[config.mk]
export PLATFORM = sky130hd
export DESIGN_NAME = uart_link_top
export DESIGN_NICKNAME = d
export VERILOG_FILES = /design/src/hw/uart_pkg.sv /design/src/hw/uart_link_top.sv /design/src/hw/uart_rx.sv /design/src/hw/uart_tx.sv /design/src/hw/uart_baud_gen.sv
export VERILOG_INCLUDE_DIRS = /design/src /design/src/include
export SDC_FILE = /design/constraint.sdc
export NUM_CORES = 1
export LEC_CHECK = 0
export BUFFER_PORTS_ARGS = -buffer_cell sky130_fd_sc_hd__buf_2
export CAP_MARGIN = 20
export CORE_MARGIN = 3
export CORE_UTILIZATION = 47
export DETAILED_ROUTE_END_ITERATION = 10
export PLACE_DENSITY = 0.65
export RECOVER_POWER = 100
export SLEW_MARGIN = 10
export SYNTH_ARGS = -nofsm -noshare
export SYNTH_HDL_FRONTEND = slang
export SYNTH_SLANG_ARGS = --single-unit
export TNS_END_PERCENT = 20
[constraint.sdc]
create_clock -name clk -period 2.7 [get_ports clk]
set_clock_uncertainty 0.15 [all_clocks]
set_input_delay 0.135 -clock clk [delete_from_list [all_inputs] [get_ports clk]]
set_output_delay 0.135 -clock clk [all_outputs]
set_load 0.02 [all_outputs]
[src/include/uart_consts.svh]
`ifndef UART_CONSTS_SVH
`define UART_CONSTS_SVH

// Strobes per serial bit
`define UART_OVERSAMPLE 16

// Data bits in one 8N1 frame
`define UART_DATA_BITS 8

// Clocks per oversample strobe
// 50 MHz clock, 115200 baud, 16x oversampling
`define UART_BAUD_DIV 27

`endif
[src/hw/uart_pkg.sv]
`default_nettype none
`include "uart_consts.svh"

package uart_pkg;

	//////////////////////////////////////////////////
	// FSM states
	//////////////////////////////////////////////////

	// Transmitter FSM
	// Start, data and stop last one strobe each, wait counts out the bit
	typedef enum logic [2:0] {
		TX_IDLE,
		TX_START,
		TX_WAIT,
		TX_DATA,
		TX_STOP
	} tx_state_e;

	// Receiver
	typedef enum logic [1:0] {
		RX_IDLE,
		RX_START_CHECK,
		RX_DATA,
		RX_STOP
	} rx_state_e;

	//////////////////////////////////////////////////
	// Link payloads
	//////////////////////////////////////////////////

	// Byte request into the transmitter
	typedef struct packed {
		logic                         start;
		logic [`UART_DATA_BITS-1:0]   data;
	} tx_req_t;

	// Byte held by the receiver until the next frame
	typedef struct packed {
		logic [`UART_DATA_BITS-1:0]   data;
		logic                         frame_err;
	} rx_result_t;

endpackage

`default_nettype wire

[src/hw/uart_link_top.sv]
`timescale 1ns/10ps
`default_nettype none
`include "uart_consts.svh"

module uart_link_top
	import uart_pkg::*;
#(
	parameter int BAUD_DIV = `UART_BAUD_DIV
) (
	input  logic                       clk,
	input  logic                       arst_n,
	// Transmit side
	input  logic                       tx_start,
	input  logic [`UART_DATA_BITS-1:0] tx_data,
	output logic                       txd,
	output logic                       tx_done,
	// Receive side
	input  logic                       rxd,
	output logic                       rx_valid,
	output logic [`UART_DATA_BITS-1:0] rx_data,
	output logic                       rx_frame_err
);

	logic       s_tick;
	tx_req_t    tx_req;
	rx_result_t rx_res;

	// Request and result structs
	assign tx_req.start = tx_start;
	assign tx_req.data  = tx_data;
	assign rx_data      = rx_res.data;
	assign rx_frame_err = rx_res.frame_err;

	//////////////////////////////////////////////////
	// Strobe, then TX, line, RX
	//////////////////////////////////////////////////

	// Shared 16x strobe
	uart_baud_gen #(
		.BAUD_DIV (BAUD_DIV)
	) i_baud_gen (
		.clk    (clk),
		.arst_n (arst_n),
		.s_tick (s_tick)
	);

	uart_tx i_tx (
		.clk     (clk),
		.arst_n  (arst_n),
		.s_tick  (s_tick),
		.req     (tx_req),
		.txd     (txd),
		.tx_done (tx_done)
	);

	// Line leaves as txd and comes back as rxd
	uart_rx i_rx (
		.clk      (clk),
		.arst_n   (arst_n),
		.s_tick   (s_tick),
		.rxd      (rxd),
		.rx_valid (rx_valid),
		.result   (rx_res)
	);

endmodule

`default_nettype wire

[src/hw/uart_rx.sv]
`timescale 1ns/10ps
`default_nettype none
`include "uart_consts.svh"

module uart_rx
	import uart_pkg::*;
(
	input  logic       clk,
	input  logic       arst_n,
	input  logic       s_tick,
	input  logic       rxd,
	output logic       rx_valid,
	output rx_result_t result
);

	localparam int S_W   = $clog2(`UART_OVERSAMPLE);
	localparam int BIT_W = $clog2(`UART_DATA_BITS);

	// Half a bit from the falling edge to the start-bit middle
	localparam logic [S_W-1:0] S_HALF = S_W'(`UART_OVERSAMPLE / 2 - 1);
	localparam logic [S_W-1:0] S_FULL = S_W'(`UART_OVERSAMPLE - 1);

	rx_state_e                  state;
	logic                       rxd_meta;
	logic                       rxd_sync;
	logic [S_W-1:0]             s_cnt;
	logic [BIT_W-1:0]           bit_cnt;
	logic [`UART_DATA_BITS-1:0] shreg;
	logic                       sample_data;

	//////////////////////////////////////////////////
	// Line synchronizer
	//////////////////////////////////////////////////

	// Idle line is high, so no false start out of reset
	always_ff @(posedge clk or negedge arst_n)
	begin
		if (!arst_n)
		begin
			rxd_meta <= 1'b1;
			rxd_sync <= 1'b1;
		end
		else
		begin
			rxd_meta <= rxd;
			rxd_sync <= rxd_meta;
		end
	end

	// Middle of a data bit
	assign sample_data = s_tick && (state == RX_DATA) && (s_cnt == S_FULL);

	// LSB arrives first, shift right
	always_ff @(posedge clk)
	begin
		if (sample_data)
			shreg <= {rxd_sync, shreg[`UART_DATA_BITS-1:1]};
	end

	//////////////////////////////////////////////////
	// Frame FSM
	//////////////////////////////////////////////////

	always_ff @(posedge clk or negedge arst_n)
	begin
		if (!arst_n)
		begin
			state    <= RX_IDLE;
			s_cnt    <= '0;
			bit_cnt  <= '0;
			rx_valid <= 1'b0;
			result   <= '0;
		end
		else
		begin
			// Single-clock pulse
			rx_valid <= 1'b0;
			if (s_tick)
			begin
				case (state)
					RX_IDLE:
					begin
						// Falling edge seen, this strobe counts as 0
						if (!rxd_sync)
						begin
							s_cnt <= '0;
							state <= RX_START_CHECK;
						end
					end
					RX_START_CHECK:
					begin
						if (s_cnt == S_HALF)
						begin
							s_cnt   <= '0;
							bit_cnt <= '0;
							// Glitch if the line is back high
							state   <= rxd_sync ? RX_IDLE : RX_DATA;
						end
						else
							s_cnt <= s_cnt + 1'b1;
					end
					RX_DATA:
					begin
						if (s_cnt == S_FULL)
						begin
							s_cnt   <= '0;
							bit_cnt <= bit_cnt + 1'b1;
							if (bit_cnt == BIT_W'(`UART_DATA_BITS - 1))
								state <= RX_STOP;
						end
						else
							s_cnt <= s_cnt + 1'b1;
					end
					RX_STOP:
					begin
						if (s_cnt == S_FULL)
						begin
							s_cnt            <= '0;
							// Low stop bit is a framing error
							result.data      <= shreg;
							result.frame_err <= ~rxd_sync;
							rx_valid         <= 1'b1;
							state            <= RX_IDLE;
						end
						else
							s_cnt <= s_cnt + 1'b1;
					end
					default: state <= RX_IDLE;
				endcase
			end
		end
	end

endmodule

`default_nettype wire

[src/hw/uart_tx.sv]
`timescale 1ns/10ps
`default_nettype none
`include "uart_consts.svh"

module uart_tx
	import uart_pkg::*;
(
	input  logic    clk,
	input  logic    arst_n,
	input  logic    s_tick,
	input  tx_req_t req,
	output logic    txd,
	output logic    tx_done
);

	localparam int S_W   = $clog2(`UART_OVERSAMPLE);
	localparam int BIT_W = $clog2(`UART_DATA_BITS + 2);

	tx_state_e                  state;
	// Strobes already spent in the current bit
	logic [S_W-1:0]             s_cnt;
	// Bits sent so far, data then stop
	logic [BIT_W-1:0]           bit_cnt;
	logic [`UART_DATA_BITS-1:0] shreg;
	logic                       accept;
	logic                       bit_end;
	logic                       shift;

	// Request taken only on a strobe while idle
	assign accept  = s_tick && req.start && tx_done && (state == TX_IDLE);
	// Last strobe of a 16-strobe bit
	assign bit_end = s_tick && (state == TX_WAIT) && (s_cnt == S_W'(`UART_OVERSAMPLE - 1));
	// Next data bit goes out
	assign shift   = bit_end && (bit_cnt < BIT_W'(`UART_DATA_BITS));

	// Byte buffer, LSB leaves first
	always_ff @(posedge clk)
	begin
		if (accept)
			shreg <= req.data;
		else if (shift)
			shreg <= shreg >> 1;
	end

	//////////////////////////////////////////////////
	// Frame FSM
	//////////////////////////////////////////////////

	always_ff @(posedge clk or negedge arst_n)
	begin
		if (!arst_n)
		begin
			state   <= TX_IDLE;
			s_cnt   <= '0;
			bit_cnt <= '0;
			txd     <= 1'b1;
			tx_done <= 1'b1;
		end
		else if (s_tick)
		begin
			case (state)
				TX_IDLE:
				begin
					// Accepting strobe is strobe 0 of the start bit
					if (accept)
					begin
						txd     <= 1'b0;
						tx_done <= 1'b0;
						s_cnt   <= '0;
						bit_cnt <= '0;
						state   <= TX_START;
					end
				end
				TX_START, TX_DATA, TX_STOP:
				begin
					// First strobe after a bit edge
					s_cnt <= s_cnt + 1'b1;
					if (state != TX_START)
						bit_cnt <= bit_cnt + 1'b1;
					state <= TX_WAIT;
				end
				TX_WAIT:
				begin
					if (bit_end)
					begin
						s_cnt <= '0;
						if (shift)
						begin
							txd   <= shreg[0];
							state <= TX_DATA;
						end
						else if (bit_cnt == BIT_W'(`UART_DATA_BITS))
						begin
							// Stop bit
							txd   <= 1'b1;
							state <= TX_STOP;
						end
						else
						begin
							// Stop bit done, line stays high
							tx_done <= 1'b1;
							state   <= TX_IDLE;
						end
					end
					else
						s_cnt <= s_cnt + 1'b1;
				end
				default: state <= TX_IDLE;
			endcase
		end
	end

endmodule

`default_nettype wire

[src/hw/uart_baud_gen.sv]
`timescale 1ns/10ps
`default_nettype none
`include "uart_consts.svh"

module uart_baud_gen #(
	parameter int BAUD_DIV = `UART_BAUD_DIV
) (
	input  logic clk,
	input  logic arst_n,
	output logic s_tick
);

	// Counter wide enough for BAUD_DIV-1, at least one bit
	localparam int CNT_W = (BAUD_DIV > 1) ? $clog2(BAUD_DIV) : 1;
	localparam logic [CNT_W-1:0] CNT_LOAD = CNT_W'(BAUD_DIV - 1);

	logic [CNT_W-1:0] cnt;

	// Wrapping down-counter
	// Strobe is registered, so first one lands BAUD_DIV clocks after reset
	always_ff @(posedge clk or negedge arst_n)
	begin
		if (!arst_n)
		begin
			cnt    <= CNT_LOAD;
			s_tick <= 1'b0;
		end
		else
		begin
			s_tick <= (cnt == '0);
			// Reload on zero, one strobe per BAUD_DIV clocks
			if (cnt == '0)
				cnt <= CNT_LOAD;
			else
				cnt <= cnt - 1'b1;
		end
	end

endmodule

`default_nettype wire

# Word level (Yosys, flattened, before mapping)
# Cells that the tools add are included.
[word_totals] regBits=56 elab_cells=114 output_inout_bits=12 in_bits=12
[op_classes] reduce_logical=27 n_bitwise=1 mux=39 n_addsub=5 n_eq_ne=24 n_lt_le_gt_ge=1
[op_table] operator="two-way mux 4 bit" n=6
[op_table] operator="case mux 4 bit (3 select lines)" n=2
[op_table] operator="two-way mux 3 bit" n=6
[op_table] operator="two-way mux 8 bit" n=2
[op_table] operator="adder 4 x 1 -> 4 bit (second input constant)" n=3
[op_table] operator="equality test 4 bit (second input constant)" n=3
[op_table] operator="two-way mux 2 bit" n=6
[op_table] operator="AND reduction 6 bit" n=2
[op_table] operator="two-way mux 1 bit" n=10
[op_table] operator="inequality test 2 x 1 -> 1 bit (second input constant)" n=5
[op_table] operator="inequality test 2 bit (second input constant)" n=5
[op_table] operator="case mux 3 bit (3 select lines)" n=1
[op_table] operator="AND reduction 3 bit" n=3
[op_table] operator="logical AND 1 bit" n=8
[op_table] operator="case mux 2 bit (4 select lines)" n=1
[op_table] operator="case mux 4 bit (2 select lines)" n=1
[op_table] operator="AND reduction 4 bit" n=2
[op_table] operator="nonzero test 2 bit" n=4
[op_table] operator="equality test 3 x 2 -> 1 bit (second input constant)" n=2
[op_table] operator="equality test 3 bit (second input constant)" n=2
[op_table] operator="case mux 3 bit (2 select lines)" n=1
[op_table] operator="logical NOT 5 bit" n=1
[op_table] operator="two-way mux 5 bit" n=1
[op_table] operator="AND reduction 5 bit" n=1
[op_table] operator="other kinds (17)" n=19

# Logic depth before layout (Yosys ltp)
[logic_depth] depth_word=7 depth_mapped=6 depth_no_buf=6

# By module
# From an unflattened synthesis, not the netlist that was laid out.
[hier_totals] hier_cells=218 area_unflattened_um2=2755.1
[by_module_without_submodules] mod="uart_rx" seq_area_each_um2=768.2 n_inst=1 area_each_um2=1316.3 cells_per_inst=95
[by_module_without_submodules] mod="uart_tx" seq_area_each_um2=568.0 n_inst=1 area_each_um2=1168.6 cells_per_inst=100
[by_module_without_submodules] mod="uart_baud_gen" seq_area_each_um2=153.9 n_inst=1 area_each_um2=270.3 cells_per_inst=23

# Worst setup path after synthesis
# Ideal clock, no wire load.
[synth_path] path_type="register to register" startpoint="reg i_tx.s_cnt[0]" endpoint="reg i_tx.shreg[0] (enable)" required_ps=2148 setup_slack_ps=380 synth_period_minus_slack_ps=2320 path_buffers=0 arrival_ps=1768 path_stages_with_launch=4 setup_ps=402 path_cell_list="dfrtp_1 -> ha_1 -> nand4_1 -> o41ai_1"
[synth_via] elab_chain_cells=4
[synth_rtl] element="from (decl)" line="uart_tx.sv:21" rtl="logic [S_W-1:0] s_cnt;"
[synth_rtl] element="from (signal assigned)" line="uart_tx.sv:77" rtl="s_cnt <= s_cnt + 1'b1;"
[synth_rtl] element="from (signal assigned)" line="uart_tx.sv:106" rtl="s_cnt <= s_cnt + 1'b1;"
[synth_rtl] element="equality test 4 bit" line="uart_tx.sv:32" rtl="assign bit_end = s_tick && (state == TX_WAIT) && (s_cnt == S_W'(`UART_OVERSAMPLE - 1));"
[synth_rtl] element="logical AND 1 bit" line="uart_tx.sv:32"
[synth_rtl] element="logical AND 1 bit" line="uart_tx.sv:34" rtl="assign shift = bit_end && (bit_cnt < BIT_W'(`UART_DATA_BITS));"
[synth_rtl] element="nonzero test 2 bit (no line)"
[synth_rtl] element="to (signal assigned)" line="uart_tx.sv:40" rtl="shreg <= req.data;"
[synth_rtl] element="to (signal assigned)" line="uart_tx.sv:42" rtl="shreg <= shreg >> 1;"
[synth_rtl] element="to (decl)" line="uart_tx.sv:24" rtl="logic [`UART_DATA_BITS-1:0] shreg;"
# Every way passes these cells.
# A chain may end at the register's enable or synchronous reset.

# Worst setup path in the final report
[layout_path] startpoint="reg i_baud_gen.s_tick" endpoint="reg i_rx.result[5] in the netlist's numbering"
[layout_via] elab_chain_cells=1
[layout_rtl] element="from (decl)" line="uart_baud_gen.sv:10" rtl="output logic s_tick"
[layout_rtl] element="from (signal assigned)" line="uart_baud_gen.sv:30" rtl="s_tick <= (cnt == '0);"
[layout_rtl] element="AND reduction 3 bit (no line)"
[layout_rtl] element="to (decl)" line="uart_rx.sv:13" rtl="output rx_result_t result"
# Every way passes these cells.

==> flow_summary.toml <==
[min_path]
worstHoldStart = "i_rx.rxd_meta"
min_to = "i_rx.rxd_sync"
hold_depth = 0
hold_class = "register to register"

[die]
die_height_um = 80.86
row_count = 26
dieWidth_um = 80.86
ios = 24
initial_core_util = 0.4998
dieArea_mm2 = 0.006538
core_area_mm2 = 0.005270

[routing]
dr.pass1.iters = 4
viasPerCell = 5.328
ant_nets = 0
vias = 1785
drtIter0Drc = 131
drc = 0
wl_per_cell_um = 13.47
routed_wl_um = 4512

[clocking]
path_clk_slew_ns = 0.11
cts_sinks = 56
cts_buffers = 5
clk_latency_ns = 0.31
clockRootBuffer = "clkbuf_8"
clk_path_buf_depth = 2
h-tree-depth = 2
cts_tree = "done"

[critical_path]
cp.required_ns = 2.76
reg2regPathDepth = 3
worstSetupPathType = "register to register"
worstPathMaxFanout = 19
cp_data_arrival_time_ns = 2.19
endpoint_kind = "register"
crit-reg2reg-launch = "i_baud_gen.s_tick"
startpoint_type = "register"
r2r-end = "i_rx.result[5]"
worst-r2r-setup-slack_ns = 0.57

[placed_design]
gp_congestion = 0.7659
place_ws_ns = 0.6690
hpwl_um = 3140
port_buffers = 23
placed_area_mm2 = 0.002813

[power]
p_per_area_mw_per_mm2 = 470.4
power_mw = 1.387
p_leak_nw = 1.233
ir_drop_mv = 0.2361

[yosys]
synth_cells = 232
ys.flop_type = "dfrtp_1"
ys_seq_area_frac = 0.5658
ys_async_sr_fraction = 0.7143
synth_enable_flop_cells = 16
synthesis.area_mm2 = 0.002634
ys_seq_elements = 56
ys_types = 60
synth_fp_nets = 251
avgSynthCellArea_um2 = 11.35
yosys_warnings = 0

[final_layout]
final_nets = 283
diodes = 0
finalInstanceArea_mm2 = 0.002949
areaGrowthSynthToFinish_pct = 11.97
drive_above_1_share = 0.1472

[run]
maxCapViolCount = 0

[sta]
rsz0062_at_grt = "false"
fin_crit_sh = 0.7881
max_slew_margin = 0.4060
post-route-worst-setup-slack_ns = 0.5721
hold_viol = 0
worst_pin_slew_ns = 0.8910
tns_ns = 0
drv_slew = 0
finalCriticalPeriod_ns = 2.128
setup_violations = 0
max_freq_ghz = 0.4700

[global_routing]
grt_max_degree = 41
gr-total-overflow = 0
antenna_found_initial = 0
grt_pass1_vias = 1700
track_usage = 0.1571
grt_pass1_wl_um = 8038

[outcome]
outcome = "completed"
## cells in the mapped netlist, drive strengths merged, types with 6 or more instances
library cell,instances,area [um2]
o21ai,14,81.33
inv,11,41.29
edfxtp,16,480.5
mux2i,6,60.06
mux2,10,112.6
a21oi,8,40.04
buf,10,50.05
dfstp,7,183.9
dfrtp,33,825.8
nand2,35,133.9
nand3,6,35.03
nor2,11,51.30
ha,7,87.58
## registers in the layout (all words and copies together) (netlist names), 4 cells and up, named ones only
signal	flops
i_rx.shreg	8
i_rx.s_cnt	4
i_rx.result	9
i_tx.s_cnt	4
i_tx.shreg	8
i_baud_gen.cnt	5
i_tx.bit_cnt	4
## worst max path at each step
stage / start / end / slack [ns]
final: i_baud_gen.s_tick / i_rx.result[5] / 0.57
after global routing: i_baud_gen.s_tick / i_rx.result[1] / 0.35
after CTS: i_baud_gen.s_tick / i_rx.bit_cnt[0] / 0.68
after detailed placement: i_baud_gen.s_tick / i_rx.bit_cnt[0] / 0.67
after global placement: i_baud_gen.s_tick / i_tx.shreg[5] / 0.73
after floorplan: i_tx.s_cnt[0] / i_tx.shreg[0] / 0.38
## layout by cell type, fill, tap and decap left out, drive strengths merged, types with 3 or more instances in the layout
master       Yosys  routed
nand2b           4       4
nor2            11      11
inv             11      12
buf             10      14
xor2             3       3
dlygate4sd3      0      10
edfxtp          16      16
nor3             4       4
clkbuf           1      17
nand3            6       6
nand2           35      35
a211o            3       3
a21oi            8       8
o21ai           14      14
dfrtp           33      33
mux2i            6       6
mux2            10      10
o31ai            3       3
dfstp            7       7
ha               7       7
nand4            5       5
## cell families (layout without fill, tap and decap cells)
logic type               count (synthesis)  in the layout  share of synthesized area
multiplexers                            16             16                    0.06556
AND/OR/NAND/NOR                         80             80                     0.1582
XOR/XNOR                                 4              4                    0.01330
AO/OA/AOI/OAI                           46             46                     0.1240
flip-flops                              56             56                     0.5658
buffers and inverters                   22             55                    0.03610
adder cells (fa/ha/maj)                  8              8                    0.03705
## repair_timing
item                                   4_1_cts  5_1_grt
endpoints found under the hold margin       42        0
buffers inserted                             0        0
resized for setup                            0        0
hold buffers                                10        0
## metrics by stage
step | instances | utilization | hold WS (ns)
finish | 335 | 0.5596 | 0.2177
global placement | 317 | 0.5337 | 0.09003
detailed placement | 317 | 0.5337 | 0.09141
floorplan | 232 | - | -0.3106
CTS | 335 | 0.5710 | 0.1438
global route | 335 | 0.5596 | 0.2283
## cell type report
| type | instances | area [um2] |
|---|---|---|
| fillers | 469 | 2321 |
| flip-flops and latches | 56 | 1490 |
| multi-input cells | 154 | 1013 |
| repair buffers | 36 | 220.2 |
| well taps | 70 | 87.58 |
| clock buffers | 5 | 68.82 |
| inverters | 11 | 41.29 |
| clock inverters | 3 | 27.53 |
## critical path: stages (launching register included)
cell and delay [ns]:
dfrtp_1 0.68, nand3_1 0.13, nor2_1 0.65, mux2_2 0.41
## where the power goes
part           switching [mW]  internal (mW)  total [mW]
Sequential            0.00343          0.872       0.875
Clock                   0.286          0.191       0.477
Combinational          0.0176         0.0168      0.0344
Total                   0.307           1.08        1.39
## routing by layer
| layer | GRT usage | part of all wire | up-vias |
|---|---|---|---|
| li1 | - | - | 899 |
| met1 | 0.2206 | 0.50 | 859 |
| met2 | 0.2406 | 0.47 | 25 |
| met3 | 0.03769 | 0.027 | 2 |
| met4 | 0.05068 | 0.0020 | 0 |
| met5 | 0 | 0 | - |
Note: power is estimated with default switching activity, not from simulation.
